`src/include/gp22_defs.svh`:
```
`ifndef GP22_DEFS_SVH
`define GP22_DEFS_SVH

`define GP22_POR_LOW_START	32'd50
`define GP22_POR_END		32'd100
`define GP22_BOOT_DELAY		32'd400
`define GP22_CFG_DELAY		32'd40
`define GP22_RECFG_DELAY	32'd60
`define GP22_HIT_TIMEOUT	32'd174
`define GP22_CHECK_PERIOD	32'd6000
`define GP22_SPI_HALF		32'd2

`define GP22_OP_POR			8'h50
`define GP22_OP_INIT		8'h70
`define GP22_OP_WR_BASE		8'h80
`define GP22_OP_RD_STAT		8'hB4
`define GP22_OP_RD_RES0		8'hB0
`define GP22_OP_RD_RES1		8'hB1
`define GP22_OP_RD_CR1		8'hB5

`define GP22_CFG0			32'h0004_2400
`define GP22_CFG1			32'h0149_0000
`define GP22_CFG2			32'hC000_0000
`define GP22_CFG3			32'h2000_0000
`define GP22_CFG4			32'h2000_0000
`define GP22_CFG5			32'h0000_0000
`define GP22_CFG6			32'h0000_0000
`define GP22_CFG1_ALT		32'h0949_0000
`define GP22_TEST_BYTE		8'hAB
`define GP22_NO_HIT			16'hFFFF

`endif

```
`src/design/gp22_pkg.sv`:
```
`default_nettype none

package gp22_pkg;
	typedef enum logic [1:0] {
		CMD_OP = 2'd0,	// Opcode byte only
		CMD_WR = 2'd1,
		CMD_RD = 2'd2
	} cmd_kind_e;

	typedef logic [15:0] tdc_time_t;

	typedef struct packed {
		logic [6:0]	rsvd_hi;
		logic [2:0]	hit2_cnt;
		logic [2:0]	hit1_cnt;
		logic [18:0]	rsvd_lo;
	} stat_view_t;

	typedef struct packed {
		logic [7:0]	reg_id;
		logic [6:0]	rsvd;
		tdc_time_t	time_val;
		logic		frac_lsb;
	} res_view_t;

	typedef union packed {
		logic [31:0]	raw;
		stat_view_t		stat;
		res_view_t		res;
	} rd_word_u;
endpackage

`default_nettype wire

```
`src/design/tdc_cmd_if.sv`:
```
`timescale 1ns/100ps
`default_nettype none

interface tdc_cmd_if;
	logic					req;
	gp22_pkg::cmd_kind_e	kind;
	logic [7:0]				opcode;
	logic [31:0]			wr_data;	// Ignored unless kind is a write
	logic					ack;
	gp22_pkg::rd_word_u		rd_data;	// Valid while ack is high

	modport requester (
		output req, kind, opcode, wr_data,
		input ack, rd_data
	);

	modport server (
		input req, kind, opcode, wr_data,
		output ack, rd_data
	);
endinterface

`default_nettype wire

```
`src/design/gp22_config_seq.sv`:
```
`timescale 1ns/100ps
`default_nettype none
`include "gp22_defs.svh"

module gp22_config_seq (
	input logic				i_clk_50m,
	input logic				i_rst_n,
	tdc_cmd_if.requester	bus,
	output logic			o_gp22_reset,
	output logic			o_cfg_ok,
	output logic			o_tdc_err
);
	localparam logic [3:0] S_POR = 4'd0;
	localparam logic [3:0] S_POR_OP = 4'd1;
	localparam logic [3:0] S_BOOT = 4'd2;
	localparam logic [3:0] S_TEST_WR = 4'd3;
	localparam logic [3:0] S_TEST_RD = 4'd4;
	localparam logic [3:0] S_CFG = 4'd5;
	localparam logic [3:0] S_CFG_WAIT = 4'd6;
	localparam logic [3:0] S_READY = 4'd7;
	localparam logic [3:0] S_CHECK = 4'd8;
	localparam logic [31:0] CFG1_W = `GP22_CFG1;
	localparam logic [31:0] CFG1_ALT_W = `GP22_CFG1_ALT;

	logic [3:0]				state;
	logic [31:0]			cnt;
	logic [2:0]				cfg_idx;
	logic [31:0]			cfg_word;
	logic					req_q;
	logic					is_cmd;
	logic					cmd_done;
	gp22_pkg::cmd_kind_e	cmd_kind;
	logic [7:0]				cmd_op;
	logic [31:0]			cmd_data;
	logic [7:0]				cr1_id;

	assign cmd_done = req_q && bus.ack;
	assign cr1_id = bus.rd_data.res.reg_id;	// Top byte of config 1

	always_comb begin
		case (cfg_idx)
			3'd0: cfg_word = `GP22_CFG0;
			3'd1: cfg_word = `GP22_CFG1;
			3'd2: cfg_word = `GP22_CFG2;
			3'd3: cfg_word = `GP22_CFG3;
			3'd4: cfg_word = `GP22_CFG4;
			3'd5: cfg_word = `GP22_CFG5;
			default: cfg_word = `GP22_CFG6;
		endcase
	end

	always_comb begin
		is_cmd = 1'b1;
		cmd_kind = gp22_pkg::CMD_RD;
		cmd_op = `GP22_OP_RD_CR1;
		cmd_data = 32'd0;
		case (state)
			S_POR_OP: begin
				cmd_kind = gp22_pkg::CMD_OP;
				cmd_op = `GP22_OP_POR;
			end
			S_TEST_WR: begin
				cmd_kind = gp22_pkg::CMD_WR;
				cmd_op = `GP22_OP_WR_BASE + 8'd1;
				cmd_data = {`GP22_TEST_BYTE, 24'd0};
			end
			S_CFG: begin
				cmd_kind = gp22_pkg::CMD_WR;
				cmd_op = `GP22_OP_WR_BASE + {5'd0, cfg_idx};
				cmd_data = cfg_word;
			end
			S_TEST_RD, S_CHECK: ;
			default: is_cmd = 1'b0;
		endcase
	end

	always_ff @(posedge i_clk_50m or negedge i_rst_n) begin
		if (!i_rst_n) begin
			state <= S_POR;
			cnt <= '0;
			cfg_idx <= '0;
			req_q <= 1'b0;
			o_gp22_reset <= 1'b1;
			o_cfg_ok <= 1'b0;
			o_tdc_err <= 1'b1;
		end else begin
			if (is_cmd && !req_q && !bus.ack)
				req_q <= 1'b1;
			else if (cmd_done)
				req_q <= 1'b0;
			case (state)
				S_POR: begin
					cnt <= cnt + 32'd1;
					if (cnt == `GP22_POR_LOW_START)
						o_gp22_reset <= 1'b0;
					if (cnt == `GP22_POR_END) begin
						o_gp22_reset <= 1'b1;
						cnt <= '0;
						state <= S_POR_OP;
					end
				end
				S_POR_OP: if (cmd_done) state <= S_BOOT;
				S_BOOT: begin
					if (cnt == `GP22_BOOT_DELAY) begin
						cnt <= '0;
						state <= S_TEST_WR;
					end else begin
						cnt <= cnt + 32'd1;
					end
				end
				S_TEST_WR: if (cmd_done) state <= S_TEST_RD;
				S_TEST_RD: begin
					if (cmd_done) begin
						if (cr1_id == `GP22_TEST_BYTE) begin
							o_tdc_err <= 1'b0;
							cfg_idx <= '0;
							state <= S_CFG;
						end else begin
							state <= S_POR;	// Chip did not answer so reset again
						end
					end
				end
				S_CFG: begin
					if (cmd_done) begin
						if (cfg_idx == 3'd6)
							state <= S_CFG_WAIT;
						else
							cfg_idx <= cfg_idx + 3'd1;
					end
				end
				S_CFG_WAIT: begin
					if (cnt == `GP22_CFG_DELAY) begin
						cnt <= '0;
						o_cfg_ok <= 1'b1;
						state <= S_READY;
					end else begin
						cnt <= cnt + 32'd1;
					end
				end
				S_READY: begin
					if (cnt == `GP22_CHECK_PERIOD) begin
						cnt <= '0;
						state <= S_CHECK;
					end else begin
						cnt <= cnt + 32'd1;
					end
				end
				S_CHECK: begin
					if (cmd_done) begin
						// Measurement may have config 1 switched to its second value
						if (cr1_id == CFG1_W[31:24] || cr1_id == CFG1_ALT_W[31:24]) begin
							state <= S_READY;
						end else begin
							o_tdc_err <= 1'b1;
							o_cfg_ok <= 1'b0;
							state <= S_POR;
						end
					end
				end
				default: state <= S_POR;
			endcase
		end
	end

	assign bus.req = req_q;
	assign bus.kind = cmd_kind;
	assign bus.opcode = cmd_op;
	assign bus.wr_data = cmd_data;
endmodule

`default_nettype wire

```
`src/design/gp22_control.sv`:
```
`timescale 1ns/100ps
`default_nettype none

module gp22_control (
	input logic					i_clk_50m,
	input logic					i_rst_n,
	input logic					i_measure_en,
	input logic					i_angle_sync,
	input logic					i_gp22_intn,
	input logic					i_gp22_spi_miso,
	output logic				o_gp22_spi_mosi,
	output logic				o_gp22_spi_ssn,
	output logic				o_gp22_spi_clk,
	output logic				o_gp22_reset,
	output logic				o_tdc_err,
	output logic				o_tdc_new,
	output gp22_pkg::tdc_time_t	o_rise_data,
	output gp22_pkg::tdc_time_t	o_fall_data,
	output gp22_pkg::tdc_time_t	o_pulse_width
);
	logic cfg_ok;

	tdc_cmd_if cfg_bus ();
	tdc_cmd_if msr_bus ();
	tdc_cmd_if spi_bus ();

	gp22_config_seq u_config_seq (
		.i_clk_50m		(i_clk_50m),
		.i_rst_n		(i_rst_n),
		.bus			(cfg_bus.requester),
		.o_gp22_reset	(o_gp22_reset),
		.o_cfg_ok		(cfg_ok),
		.o_tdc_err		(o_tdc_err)
	);

	gp22_measure_seq u_measure_seq (
		.i_clk_50m		(i_clk_50m),
		.i_rst_n		(i_rst_n),
		.bus			(msr_bus.requester),
		.i_cfg_ok		(cfg_ok),
		.i_measure_en	(i_measure_en),
		.i_angle_sync	(i_angle_sync),
		.i_gp22_intn	(i_gp22_intn),
		.o_rise_data	(o_rise_data),
		.o_fall_data	(o_fall_data),
		.o_pulse_width	(o_pulse_width),
		.o_tdc_new		(o_tdc_new)
	);

	tdc_cmd_arbiter u_arbiter (
		.i_clk_50m	(i_clk_50m),
		.i_rst_n	(i_rst_n),
		.cfg_s		(cfg_bus.server),
		.msr_s		(msr_bus.server),
		.spi_m		(spi_bus.requester)
	);

	gp22_spi_master u_spi_master (
		.i_clk_50m	(i_clk_50m),
		.i_rst_n	(i_rst_n),
		.bus		(spi_bus.server),
		.i_spi_miso	(i_gp22_spi_miso),
		.o_spi_sck	(o_gp22_spi_clk),
		.o_spi_ssn	(o_gp22_spi_ssn),
		.o_spi_mosi	(o_gp22_spi_mosi)
	);
endmodule

`default_nettype wire

```
`src/design/gp22_measure_seq.sv`:
```
`timescale 1ns/100ps
`default_nettype none
`include "gp22_defs.svh"

module gp22_measure_seq (
	input logic					i_clk_50m,
	input logic					i_rst_n,
	tdc_cmd_if.requester		bus,
	input logic					i_cfg_ok,
	input logic					i_measure_en,
	input logic					i_angle_sync,
	input logic					i_gp22_intn,
	output gp22_pkg::tdc_time_t	o_rise_data,
	output gp22_pkg::tdc_time_t	o_fall_data,
	output gp22_pkg::tdc_time_t	o_pulse_width,
	output logic				o_tdc_new
);
	localparam logic [3:0] M_IDLE = 4'd0;
	localparam logic [3:0] M_INIT = 4'd1;
	localparam logic [3:0] M_SYNC = 4'd2;
	localparam logic [3:0] M_WAIT_INT = 4'd3;
	localparam logic [3:0] M_STAT = 4'd4;
	localparam logic [3:0] M_RES0 = 4'd5;
	localparam logic [3:0] M_CFG_ALT = 4'd6;
	localparam logic [3:0] M_RECFG = 4'd7;
	localparam logic [3:0] M_RES1 = 4'd8;
	localparam logic [3:0] M_CFG_REST = 4'd9;

	logic [3:0]				state;
	logic [31:0]			cnt;
	logic					req_q;
	logic					is_cmd;
	logic					cmd_done;
	logic					intn_q1;
	logic					intn_q2;
	logic [2:0]				hit1_cnt;
	logic [2:0]				hit2_cnt;
	gp22_pkg::tdc_time_t	rise_q;
	gp22_pkg::tdc_time_t	fall_q;
	gp22_pkg::tdc_time_t	width_q;
	logic					tdc_new_q;
	gp22_pkg::cmd_kind_e	cmd_kind;
	logic [7:0]				cmd_op;
	logic [31:0]			cmd_data;

	assign cmd_done = req_q && bus.ack;

	always_comb begin
		is_cmd = 1'b1;
		cmd_kind = gp22_pkg::CMD_RD;
		cmd_op = `GP22_OP_RD_STAT;
		cmd_data = 32'd0;
		case (state)
			M_INIT: begin
				cmd_kind = gp22_pkg::CMD_OP;
				cmd_op = `GP22_OP_INIT;
			end
			M_STAT: ;
			M_RES0: cmd_op = `GP22_OP_RD_RES0;
			M_RES1: cmd_op = `GP22_OP_RD_RES1;
			M_CFG_ALT: begin
				cmd_kind = gp22_pkg::CMD_WR;
				cmd_op = `GP22_OP_WR_BASE + 8'd1;
				cmd_data = `GP22_CFG1_ALT;
			end
			M_CFG_REST: begin
				cmd_kind = gp22_pkg::CMD_WR;
				cmd_op = `GP22_OP_WR_BASE + 8'd1;
				cmd_data = `GP22_CFG1;
			end
			default: is_cmd = 1'b0;
		endcase
	end

	always_ff @(posedge i_clk_50m or negedge i_rst_n) begin
		if (!i_rst_n) begin
			intn_q1 <= 1'b1;
			intn_q2 <= 1'b1;
		end else begin
			intn_q1 <= i_gp22_intn;	// Async pin from the chip
			intn_q2 <= intn_q1;
		end
	end

	always_ff @(posedge i_clk_50m or negedge i_rst_n) begin
		if (!i_rst_n) begin
			state <= M_IDLE;
			cnt <= '0;
			req_q <= 1'b0;
			hit1_cnt <= '0;
			hit2_cnt <= '0;
			rise_q <= '0;
			fall_q <= '0;
			tdc_new_q <= 1'b0;
		end else begin
			tdc_new_q <= 1'b0;
			if (is_cmd && !req_q && !bus.ack)
				req_q <= 1'b1;
			else if (cmd_done)
				req_q <= 1'b0;
			case (state)
				M_IDLE: if (i_cfg_ok && i_measure_en) state <= M_INIT;
				M_INIT: if (cmd_done) state <= M_SYNC;
				M_SYNC: begin
					if (i_angle_sync) begin
						cnt <= '0;
						state <= M_WAIT_INT;
					end
				end
				M_WAIT_INT: begin
					if (!intn_q2) begin
						cnt <= '0;
						state <= M_STAT;
					end else if (cnt == `GP22_HIT_TIMEOUT) begin
						rise_q <= `GP22_NO_HIT;	// No echo this cycle
						fall_q <= `GP22_NO_HIT;
						tdc_new_q <= 1'b1;
						state <= M_IDLE;
					end else begin
						cnt <= cnt + 32'd1;
					end
				end
				M_STAT: begin
					if (cmd_done) begin
						hit1_cnt <= bus.rd_data.stat.hit1_cnt;
						hit2_cnt <= bus.rd_data.stat.hit2_cnt;
						state <= M_RES0;
					end
				end
				M_RES0: begin
					if (cmd_done) begin
						rise_q <= (hit1_cnt != 3'd0) ? bus.rd_data.res.time_val : '0;
						state <= M_CFG_ALT;
					end
				end
				M_CFG_ALT: if (cmd_done) state <= M_RECFG;
				M_RECFG: begin
					if (cnt == `GP22_RECFG_DELAY) begin
						cnt <= '0;
						state <= M_RES1;
					end else begin
						cnt <= cnt + 32'd1;
					end
				end
				M_RES1: begin
					if (cmd_done) begin
						fall_q <= (hit2_cnt != 3'd0) ? bus.rd_data.res.time_val : '0;
						state <= M_CFG_REST;
					end
				end
				M_CFG_REST: begin
					if (cmd_done) begin
						tdc_new_q <= 1'b1;
						state <= M_IDLE;
					end
				end
				default: state <= M_IDLE;
			endcase
		end
	end

	always_ff @(posedge i_clk_50m or negedge i_rst_n) begin
		if (!i_rst_n)
			width_q <= '0;
		else if (tdc_new_q && fall_q >= rise_q)
			width_q <= fall_q - rise_q;	// Keep old width on reversed edges
	end

	assign bus.req = req_q;
	assign bus.kind = cmd_kind;
	assign bus.opcode = cmd_op;
	assign bus.wr_data = cmd_data;
	assign o_rise_data = rise_q;
	assign o_fall_data = fall_q;
	assign o_pulse_width = width_q;
	assign o_tdc_new = tdc_new_q;
endmodule

`default_nettype wire

```
`src/design/gp22_spi_master.sv`:
```
`timescale 1ns/100ps
`default_nettype none
`include "gp22_defs.svh"

module gp22_spi_master (
	input logic			i_clk_50m,
	input logic			i_rst_n,
	tdc_cmd_if.server	bus,
	input logic			i_spi_miso,
	output logic		o_spi_sck,
	output logic		o_spi_ssn,
	output logic		o_spi_mosi
);
	localparam logic [1:0] ST_IDLE = 2'd0;
	localparam logic [1:0] ST_SHIFT = 2'd1;
	localparam logic [1:0] ST_ACK = 2'd2;
	localparam logic [7:0] HALF_LAST = 8'(`GP22_SPI_HALF - 32'd1);

	logic [1:0]		state;
	logic [7:0]		half_cnt;
	logic [5:0]		bits_left;
	logic [39:0]	tx_sr;
	logic [31:0]	rx_sr;
	logic			sck;
	logic			ssn;
	logic			mosi;
	logic			ack_q;
	logic			sck_edge;

	assign sck_edge = (state == ST_SHIFT) && (half_cnt == HALF_LAST);

	always_ff @(posedge i_clk_50m or negedge i_rst_n) begin
		if (!i_rst_n) begin
			state <= ST_IDLE;
			half_cnt <= '0;
			bits_left <= '0;
			sck <= 1'b0;
			ssn <= 1'b1;
			mosi <= 1'b0;
			ack_q <= 1'b0;
		end else begin
			case (state)
				ST_IDLE: begin
					if (bus.req) begin
						ssn <= 1'b0;
						half_cnt <= '0;
						bits_left <= (bus.kind == gp22_pkg::CMD_OP) ? 6'd8 : 6'd40;
						state <= ST_SHIFT;
					end
				end
				ST_SHIFT: begin
					if (sck_edge) begin
						half_cnt <= '0;
						sck <= ~sck;
						if (!sck) begin
							mosi <= tx_sr[39];	// Launch on rising SCK
						end else begin
							bits_left <= bits_left - 6'd1;
							if (bits_left == 6'd1)
								state <= ST_ACK;
						end
					end else begin
						half_cnt <= half_cnt + 8'd1;
					end
				end
				ST_ACK: begin
					ssn <= 1'b1;
					ack_q <= 1'b1;
					if (ack_q && !bus.req) begin
						ack_q <= 1'b0;
						state <= ST_IDLE;
					end
				end
				default: state <= ST_IDLE;
			endcase
		end
	end

	always_ff @(posedge i_clk_50m) begin
		if (state == ST_IDLE && bus.req)
			tx_sr <= {bus.opcode, (bus.kind == gp22_pkg::CMD_WR) ? bus.wr_data : 32'd0};
		else if (sck_edge && !sck)
			tx_sr <= {tx_sr[38:0], 1'b0};
		if (sck_edge && sck)
			rx_sr <= {rx_sr[30:0], i_spi_miso};	// Sample on falling SCK
	end

	assign bus.ack = ack_q;
	assign bus.rd_data = rx_sr;	// Last 32 bits of the frame
	assign o_spi_sck = sck;
	assign o_spi_ssn = ssn;
	assign o_spi_mosi = mosi;

	a_cmd_stable: assert property (@(posedge i_clk_50m) disable iff (!i_rst_n)
		$past(bus.req) && bus.req |-> $stable(bus.kind) && $stable(bus.opcode));
endmodule

`default_nettype wire

```
`src/design/tdc_cmd_arbiter.sv`:
```
`timescale 1ns/100ps
`default_nettype none

module tdc_cmd_arbiter (
	input logic				i_clk_50m,
	input logic				i_rst_n,
	tdc_cmd_if.server		cfg_s,
	tdc_cmd_if.server		msr_s,
	tdc_cmd_if.requester	spi_m
);
	logic busy;
	logic grant;	// High selects the measurement side
	logic prio;
	logic pick_msr;
	logic gnt_req;

	assign pick_msr = msr_s.req && (prio || !cfg_s.req);
	assign gnt_req = grant ? msr_s.req : cfg_s.req;

	always_ff @(posedge i_clk_50m or negedge i_rst_n) begin
		if (!i_rst_n) begin
			busy <= 1'b0;
			grant <= 1'b0;
			prio <= 1'b0;
		end else if (!busy) begin
			if (cfg_s.req || msr_s.req) begin
				busy <= 1'b1;
				grant <= pick_msr;
				prio <= !pick_msr;	// Other side wins next time
			end
		end else if (!gnt_req && !spi_m.ack) begin
			busy <= 1'b0;
		end
	end

	assign spi_m.req = busy && gnt_req;
	assign spi_m.kind = grant ? msr_s.kind : cfg_s.kind;
	assign spi_m.opcode = grant ? msr_s.opcode : cfg_s.opcode;
	assign spi_m.wr_data = grant ? msr_s.wr_data : cfg_s.wr_data;

	assign cfg_s.ack = busy && !grant && spi_m.ack;
	assign msr_s.ack = busy && grant && spi_m.ack;
	assign cfg_s.rd_data = grant ? '0 : spi_m.rd_data;
	assign msr_s.rd_data = grant ? spi_m.rd_data : '0;

	a_grant_hold: assert property (@(posedge i_clk_50m) disable iff (!i_rst_n)
		(spi_m.req || spi_m.ack) |=> $stable(grant));
endmodule

`default_nettype wire

```
`config.mk`:
```
export PLATFORM = sky130hd
export DESIGN_NAME = gp22_control
export DESIGN_NICKNAME = d
export VERILOG_FILES = /design/src/design/gp22_pkg.sv /design/src/design/tdc_cmd_if.sv /design/src/design/gp22_config_seq.sv /design/src/design/gp22_control.sv /design/src/design/gp22_measure_seq.sv /design/src/design/gp22_spi_master.sv /design/src/design/tdc_cmd_arbiter.sv
export VERILOG_INCLUDE_DIRS = /design/src /design/src/include
export SDC_FILE = /design/constraint.sdc
export NUM_CORES = 1
export LEC_CHECK = 0
export BUFFER_PORTS_ARGS = -buffer_cell sky130_fd_sc_hd__buf_2
export CAP_MARGIN = 20
export CORE_MARGIN = 1.5
export CORE_UTILIZATION = 55
export CTS_CLUSTER_DIAMETER = 60
export DETAILED_ROUTE_END_ITERATION = 10
export GPL_TIMING_DRIVEN = 0
export HOLD_SLACK_MARGIN = 0.05
export MAX_ROUTING_LAYER = met4
export PLACE_DENSITY = 0.78
export SLEW_MARGIN = 5
export SYNTH_ARGS = -nofsm -noshare
export SYNTH_HDL_FRONTEND = slang
export SYNTH_SLANG_ARGS = --single-unit
```
`constraint.sdc`:
```
create_clock -name i_clk_50m -period 9.64 [get_ports i_clk_50m]
set_clock_uncertainty 0.2 [all_clocks]
set_input_delay 0.482 -clock i_clk_50m [delete_from_list [all_inputs] [get_ports i_clk_50m]]
set_output_delay 0.482 -clock i_clk_50m [all_outputs]
set_load 0.02 [all_outputs]
```
==> results of run 1 <==
cell usage in the layout (no fill, tap or decap), drive strengths merged, types with 4 or more instances in the layout:
cell    count
o21ai      58
clkbuf     60
mux2i      10
a21boi      4
nand2     102
edfxtp     62
o21a        7
nor4b       4
nor3       32
nor4       25
o22ai       9
o41ai       5
or3        19
nand2b     12
or2         4
mux2       20
nor2b       8
or4         4
a21oi      83
nor2      111
inv        54
xnor2      34
nand3      51
nand4      24
ha         31
and3       19
buf        79
a21o       12
dfrtp     155
nand4b      4
xor2       20
and2       17
and4        8
o31ai       4
nand3b      5
a31oi      44
dfstp       5
clkinv     12
path summary, 6_finish.rpt:
| path | from | to |
|---|---|---|
| max | u_measure_seq.o_rise_data[0]$_DFFE_PN0P_ | u_measure_seq.o_pulse_width[14]$_DFFE_PN0P_ |
| min | u_measure_seq.intn_q1$_DFF_PN1_ | u_measure_seq.intn_q2$_DFF_PN1_ |
| max reg2reg | u_measure_seq.o_rise_data[0]$_DFFE_PN0P_ | u_measure_seq.o_pulse_width[14]$_DFFE_PN0P_ |
| min reg2reg | u_measure_seq.intn_q1$_DFF_PN1_ | u_measure_seq.intn_q2$_DFF_PN1_ |
| max in group asynchronous | i_rst_n | u_config_seq.o_gp22_reset$_DFFE_PN1P_ |
| min in group asynchronous | i_rst_n | u_measure_seq.cnt[23]$_DFFE_PN0P_ |
logic make-up after synthesis:
logic type / after synthesis
xor+xnor: 54
compound gates: 246
simple gates: 456
fa+ha+maj: 32
flops: 222
mux: 30
buf+inv: 103
registers in the layout, summed over array words and instances, names as in the netlist, 6 cells and up:
register and cells:
u_config_seq.cnt 32, u_measure_seq.cnt 32, u_measure_seq.o_fall_data 16, u_measure_seq.o_pulse_width 16, u_measure_seq.o_rise_data 16, u_spi_master.bits_left 6
u_spi_master.bus.rd_data 32, u_spi_master.half_cnt 8, u_spi_master.tx_sr 30
area by class of cell:
class / instances / area [sq um] / share of cell area (%)
Clock inverter: 17 / 183 / 1.42
Multi-Input combinational cell: 818 / 5020 / 39.0
Inverter: 55 / 206 / 1.60
Tap cell: 270 / 338 / 2.62
Sequential cell: 222 / 5870 / 45.6
Buffer: 48 / 213 / 1.65
Clock buffer: 29 / 661 / 5.13
Timing Repair Buffer: 65 / 383 / 2.97
per-stage QoR:
stage	util, %	hold slack (ps)	area (sq um)
4_1_cts	63.8	161	12900
2_1_floorplan	-	-13.6	11300
3_3_place_gp	59.2	148	11900
5_1_grt	63.8	172	12900
3_5_place_dp	59.5	148	12000
6_report	63.8	164	12900
per-layer routing:
layer	routed length [microns]	track usage [%]	share of wire, %	vias to the layer above
met5	0	-	0	-
met4	426	5.35	1.8	0
met3	1090	2.97	4.5	43
met2	11600	38.1	48	228
met1	11100	32.3	46	4318
li1	-	-	-	4317
critical path: stages (launching register included):
cell and delay (ps):
dfrtp_1 420, ha_1 240, fa_1 400, nor2b_1 190, o31a_1 200, nor3_1 90
nor3b_1 370, o311ai_2 160, a31oi_2 390, buf_4 280, mux2_2 350
power by group through the flow:
stage          Combinational (mW)  Clock (mW)  Sequential, mW
6_report                   0.0168       0.964           0.965
2_1_floorplan           0.0000641           0           0.983
5_1_grt                    0.0196        1.02           0.964
4_1_cts                    0.0178       0.982           0.965
3_3_place_gp               0.0148           0           0.983
3_5_place_dp               0.0168           0           0.983
Yosys cell counts (all sizes together), types with 5 or more instances:
cell type | n | area (sq um)
or3 | 19 | 119
nor2b | 8 | 50.1
mux2 | 20 | 229
o22ai | 9 | 56.3
and2 | 17 | 106
dfstp | 5 | 131
a21oi | 83 | 430
xnor2 | 34 | 298
nand3b | 5 | 37.5
ha | 31 | 388
o21a | 7 | 52.6
a31oi | 44 | 282
nand3 | 51 | 255
clkbuf | 31 | 116
buf | 17 | 96.3
inv | 52 | 195
mux2i | 10 | 100
dfrtp | 155 | 3880
and3 | 19 | 119
o41ai | 5 | 43.8
and4 | 8 | 70.1
nand2b | 12 | 75.1
xor2 | 20 | 175
nand2 | 102 | 383
nor3 | 32 | 160
o21ai | 58 | 298
nor4 | 25 | 156
nor2 | 111 | 419
nand4 | 24 | 150
edfxtp | 62 | 1860
a21o | 12 | 90.1
==> results.toml, run 1 <==
[synthesis]
yosysWarningCount = 0
synth-async-reset-ratio_pct = 72.1
synth_top_family_by_area = "simple AND/OR/NAND/NOR gates"
seq_area_frac_synth_pct = 52.0
synth-compound-area-share_pct = 13.3
avgSynthCellArea_sq_um = 9.89
synthXorXnorAreaFrac_pct = 4.18
syn-num-nets = 1181
synthAdderAreaFrac_pct = 3.61
synth_area_sq_um = 11300
synth_seq_cells = 222
synth_mux_area_share_pct = 2.91
synth_edf_count = 62
synthFlopType = "dfrtp_1"
synthSimpleGateAreaFrac_pct = 20.3
ys_types = 70
synthCells = 1143

[clock_network]
cts_tree = "yes"
htreeDepth = 1
clkSlewWorstSetupHoldPaths_ps = 70
post_cts_buffers = 0
clockRootBuffer = "clkbuf_16"
numCtsBuffers = 25
cts_resized = 0
cts_max_path_buffers = 3
cts.sinks = 222
clk_latency_ps = 520
postCtsHoldBufs = 3

[sta]
fin_crit_sh_pct = 35.4
post-route-min-period_ps = 3410
drv_slew = 0
slew_headroom_pct = 34.1
finalHoldViolations = 0
tns_ps = 0
tightest_slew_ps = 979
rsz0062_at_grt = "no"
setup-violations-final = 0
max_freq_mhz = 293
fin_ws_ps = 6230

[power]
power_mw = 1.95
pwr-share-clk_pct = 49.6
sw_frac_of_total_pct = 20.7
leakagePower_nw = 5.69
p_comb_share_pct = 0.9
p_seq_share_pct = 49.6
switchingPower_mw = 0.403
internal-power_mw = 1.54
ir_drop_uv = 107
p_per_area_nw_per_um2 = 151

[worst_setup_path]
critPathLaunchType = "flip-flop"
path_class = "flip-flop to flip-flop"
critPathRequiredTime_ps = 9840
critical_path.max_fanout = 10
crit_path_end_kind = "flip-flop"
rrSetupSlack_ps = 6230
worst_ep_arrival_time_ps = 3610
reg2reg_depth = 10

[finish]
diodes = 0
final_nets = 1273
final_cells = 1524
drive_gt1_share_pct = 12.8
areaGrowthSynthToFinish_pct = 13.9
fill_cells = 1644

[worst_hold_path]
hp-class = "flip-flop to flip-flop"
worstHoldPathCells = 0

[floorplan]
die_y_microns = 146
pin_count = 60
initial_core_util_pct = 56.0
core-area_sq_um = 20200
rows = 52
dieArea_sq_um = 21400
die_w_microns = 146

[route]
dr.first_iter.drc_count = 692
viasPerCell = 5.84
ant_nets = 0
firstDrtPassIters = 5
drc_errors = 0
drt-total-wl_microns = 24300
via_count = 8906
wl_per_cell_microns = 15.9

[flow_run]
maxCapViolCount = 0

[status]
status = "complete, no violations"

[grt]
track_usage_pct = 23.6
gr-total-overflow = 0
grt_max_degree = 89
grt_pass1_wl_microns = 41200
antenna_found_initial = 0
grt_pass1_vias = 8424

[place]
place_congestion = 0.927
port_buffers = 59
dp_cells = 1474
pre_cts_ws_ps = 6300
dp_hpwl_microns = 16700
Power figures use the tool's default switching activity.
==> inputs of run 2 (changes only) <==
- clock period: 9.64 -> 3.37 ns (I/O delays scaled with it)
==> results.toml, run 2 (synthesis gave the netlist of run 1 again) <==
[route]
wl_per_cell_microns = 15.8
viasPerCell = 5.85
via_count = 8928
drc_errors = 0
firstDrtPassIters = 5
drt-total-wl_microns = 24000
dr.first_iter.drc_count = 653
ant_nets = 0

[sta]
drv_slew = 0
whs_ps = 129
tns_ps = 0
slew_headroom_pct = 36.8
finalHoldViolations = 0
fin_crit_sh_pct = 94.8
setup-violations-final = 0
max_freq_mhz = 313
fin_ws_ps = 177
tightest_slew_ps = 939
rsz0062_at_grt = "no"
post-route-min-period_ps = 3190

[grt]
gr-total-overflow = 0
grt_pass1_vias = 8449
track_usage_pct = 23.2
grt_max_degree = 117
antenna_found_initial = 0
grt_pass1_wl_microns = 40600

[worst_setup_path]
crit_path_end_kind = "flip-flop"
critical_path.max_fanout = 10
critPathRequiredTime_ps = 3560
rrSetupSlack_ps = 180
cpPeakStageDelay_ps = 410
critPathLaunchType = "flip-flop"
slowest_stage = "dfrtp_1"
path_class = "flip-flop to flip-flop"
crit_cells = 10
worst_ep_arrival_time_ps = 3390
cp_num_buf_inv = 1
critical_path.top_delay_family = "compound AO/OA/AOI/OAI gates"
reg2reg_depth = 10
path_cells = "ha_1 -> fa_1 -> nor2b_1 -> o31a_1 -> nor3_1 -> nor3b_2 -> o311ai_2 -> a31oi_4 -> buf_4 -> mux2_2"

[floorplan]
dieArea_sq_um = 21400
die_y_microns = 146
pin_count = 60
initial_core_util_pct = 56.0
core-area_sq_um = 20200
die_w_microns = 146
rows = 52

[place]
place_congestion = 0.916
dp_hpwl_microns = 16800
port_buffers = 59
pre_cts_ws_ps = -27.8

[worst_hold_path]
hp-class = "input pin to flip-flop"
worstHoldPathCells = 2

[finish]
final_nets = 1275
diodes = 0
fill_cells = 1613
drive_gt1_share_pct = 12.4
most-common-layout-cells = "dfrtp_1 (155), nor2_1 (110), nand2_1 (102)"
areaGrowthSynthToFinish_pct = 13.9
layout_commonest_cell = "dfrtp_1"

[flow_run]
maxCapViolCount = 0

[power]
ir_drop_uv = 340
leakagePower_nw = 5.68
p_per_area_nw_per_um2 = 425

[clock_network]
post_cts_buffers = 0
numCtsBuffers = 25
clk_latency_ps = 520
htreeDepth = 1
clockRootBuffer = "clkbuf_16"
cts.sinks = 222
cts_tree = "yes"
cts_max_path_buffers = 3
clkSlewWorstSetupHoldPaths_ps = 60

[status]
status = "complete, no violations"
run 2: per-stage QoR:
step	power, mW	util, %	std cells	area (sq um)
finish	5.48	63.9	1525	12900
global route	5.65	63.9	1525	12900
CTS	5.54	63.8	1524	12900
detailed placement	2.86	59.5	1474	12000
global placement	2.85	59.2	1472	11900
floorplan	2.81	-	1143	11300
run 2: what timing repair did:
item | CTS | global route
endpoints found under the setup margin | 8 | 8
gates resized for setup | 1 | 1
hold buffers | 5 | 0
hold endpoints to repair | 160 | 0
run 2: layout make-up:
cell class | instances | area [sq um] | area share, %
sequential | 222 | 5870 | 45.6
tap | 270 | 338 | 2.62
inverter | 55 | 206 | 1.60
buffer | 48 | 213 | 1.65
multi-input combinational | 818 | 5040 | 39.1
timing repair buffer | 67 | 413 | 3.21
clock inverter | 10 | 128 | 0.991
clock buffer | 35 | 673 | 5.23
run 2: where the power goes:
part           switching (mW)  internal [mW]  leakage, nW
combinational          0.0401         0.0122         2.59
sequential           0.000734           2.76         2.71
clock                    1.05           1.62        0.383
run 2: metal layers:
metal  part of all wire, %  track usage, %  vias to the layer above
li1                      -               -                     4321
met1                    46            32.0                     4290
met2                    47            36.5                      270
met3                   5.2            3.13                       47
met4                   2.1            6.26                        0
met5                     0               -                        -
run 2: worst paths after layout:
kind,from,endpoint
hold reg to reg,u_measure_seq.intn_q1$_DFF_PN1_,u_measure_seq.intn_q2$_DFF_PN1_
hold / removal,i_gp22_intn,u_measure_seq.intn_q1$_DFF_PN1_
setup / recovery,u_measure_seq.o_rise_data[0]$_DFFE_PN0P_,u_measure_seq.o_pulse_width[6]$_DFFE_PN0P_
max in group asynchronous,i_rst_n,u_config_seq.cnt[9]$_DFFE_PN0P_
setup reg to reg,u_measure_seq.o_rise_data[0]$_DFFE_PN0P_,u_measure_seq.o_pulse_width[6]$_DFFE_PN0P_
min in group asynchronous,i_rst_n,u_spi_master.o_spi_ssn$_DFFE_PN1P_
==> inputs of run 3 (changes only) <==
- PLACE_DENSITY: 0.78 -> default
- PLACE_DENSITY_LB_ADDON: default -> 0.12
- clock period: 3.37 -> 3.2 ns (I/O delays scaled with it)
==> results.toml, run 3 (synthesis gave the netlist of run 1 again) <==
[status]
status = "complete, no violations"

[worst_setup_path]
worst_ep_arrival_time_ps = 3270
rr_endpoint = "u_measure_seq.o_pulse_width[12]$_DFFE_PN0P_"
endpoint = "u_measure_seq.o_pulse_width[12]$_DFFE_PN0P_"
critPathLaunchType = "flip-flop"
rr_startpoint = "u_measure_seq.o_rise_data[2]$_DFFE_PN0P_"
rrSetupSlack_ps = 110
critPathRequiredTime_ps = 3390
critical_path.max_fanout = 6
crit_path_end_kind = "flip-flop"
path_class = "flip-flop to flip-flop"
reg2reg_depth = 10
startpoint = "u_measure_seq.o_rise_data[2]$_DFFE_PN0P_"

[power]
p_comb_share_pct = 1.0
p_per_area_nw_per_um2 = 457
leakagePower_nw = 5.72
ir_drop_uv = 340
internal-power_mw = 4.72
p_seq_share_pct = 49.1
sw_frac_of_total_pct = 20.3
switchingPower_mw = 1.20
pwr-share-clk_pct = 49.9

[grt]
antenna_found_initial = 0
gr-total-overflow = 0
grt_pass1_vias = 8416
grt_pass1_wl_microns = 41300
grt_max_degree = 94
track_usage_pct = 23.7

[finish]
diodes = 0
areaGrowthSynthToFinish_pct = 14.7
layout_commonest_cell = "dfrtp_1"
final_cells = 1525
most-common-layout-cells = "dfrtp_1 (155), nor2_1 (109), nand2_1 (102)"
drive_gt1_share_pct = 13.1
final_nets = 1275

[floorplan]
dieArea_sq_um = 21400
core-area_sq_um = 20200
die_w_microns = 146
rows = 52
pin_count = 60
initial_core_util_pct = 56.0
die_y_microns = 146

[sta]
whs_ps = 91.1
max_freq_mhz = 324
tightest_slew_ps = 920
finalHoldViolations = 0
rsz0062_at_grt = "no"
fin_ws_ps = 115
drv_slew = 0
fin_crit_sh_pct = 96.4
setup-violations-final = 0
slew_headroom_pct = 38.5
post-route-min-period_ps = 3090
tns_ps = 0

[clock_network]
clk_latency_ps = 520
numCtsBuffers = 24
cts_max_path_buffers = 3
htreeDepth = 1
cts_tree = "yes"
cts.sinks = 222
clockRootBuffer = "clkbuf_16"
clkSlewWorstSetupHoldPaths_ps = 60

[place]
pre_cts_ws_ps = -123
dp_cells = 1474
dp_hpwl_microns = 16700
port_buffers = 59
place_congestion = 0.909

[route]
dr.first_iter.drc_count = 544
via_count = 8755
ant_nets = 0
drt-total-wl_microns = 24200
drc_errors = 0
viasPerCell = 5.74
wl_per_cell_microns = 15.9
firstDrtPassIters = 5

[flow_run]
maxCapViolCount = 0

[worst_hold_path]
hp-class = "input pin to flip-flop"
## run 3: power by group through the flow
stage          Sequential (mW)  Clock (mW)  Combinational, mW
3_3_place_gp              2.96           0             0.0455
3_5_place_dp              2.96           0             0.0514
5_1_grt                   2.90        3.14             0.0680
2_1_floorplan             2.96           0           0.000189
4_1_cts                   2.91        3.01             0.0617
6_report                  2.91        2.96             0.0577
## run 3: through the flow
step | total power [mW] | area, sq um | util [%]
global route | 6.11 | 13000 | 64.3
CTS | 5.98 | 12900 | 64.2
floorplan | 2.96 | 11300 | -
detailed placement | 3.01 | 12000 | 59.6
finish | 5.92 | 13000 | 64.3
global placement | 3.01 | 11900 | 59.2
## run 3: routing by layer
metal	up-vias	routed length [microns]	GRT usage, %
met5	-	0	-
met4	0	423	5.71
met3	29	1030	3.53
met2	198	11000	36.8
met1	4210	11700	33.2
li1	4318	-	-
## run 3: area by class of cell
cell class / count / area, sq um
clock inverters: 14 / 181
flip-flops and latches: 222 / 5870
clock buffers: 30 / 664
inverters: 55 / 206
fillers: 1661 / 7210
well taps: 270 / 338
plain buffers: 48 / 216
multi-input cells: 818 / 5040
repair buffers: 68 / 443
## run 3: timing repair
item,4_1_cts,5_1_grt
endpoints found under the hold margin,160,0
gates resized for setup,1,3
setup endpoints to repair,8,34
pin swaps,1,0
setup buffers,1,0
hold buffers,5,0
## run 3: how the worst min path moves through the flow
stage / start / endpoint / slack [ps] / depth (start not counted)
2_1_floorplan: i_rst_n / u_arbiter.busy$_DFF_PN0_ / -340 / 0
3_3_place_gp: i_gp22_intn / u_measure_seq.intn_q1$_DFF_PN1_ / 70 / 1
3_5_place_dp: i_rst_n / u_measure_seq.o_pulse_width[11]$_DFFE_PN0P_ / -60 / 1
4_1_cts: i_gp22_intn / u_measure_seq.intn_q1$_DFF_PN1_ / 60 / 2
5_1_grt: i_gp22_intn / u_measure_seq.intn_q1$_DFF_PN1_ / 90 / 2
6_report: i_gp22_intn / u_measure_seq.intn_q1$_DFF_PN1_ / 90 / 2
## run 3: critical path: stages, from the launching register on
cell and delay, ps:
dfrtp_1 400, inv_1 60, ha_1 370, nor2b_1 180, o31a_1 280, nor3_1 390, nor3b_2 120, o311ai_2 360
a31oi_4 140, buf_4 190, mux2_2 270
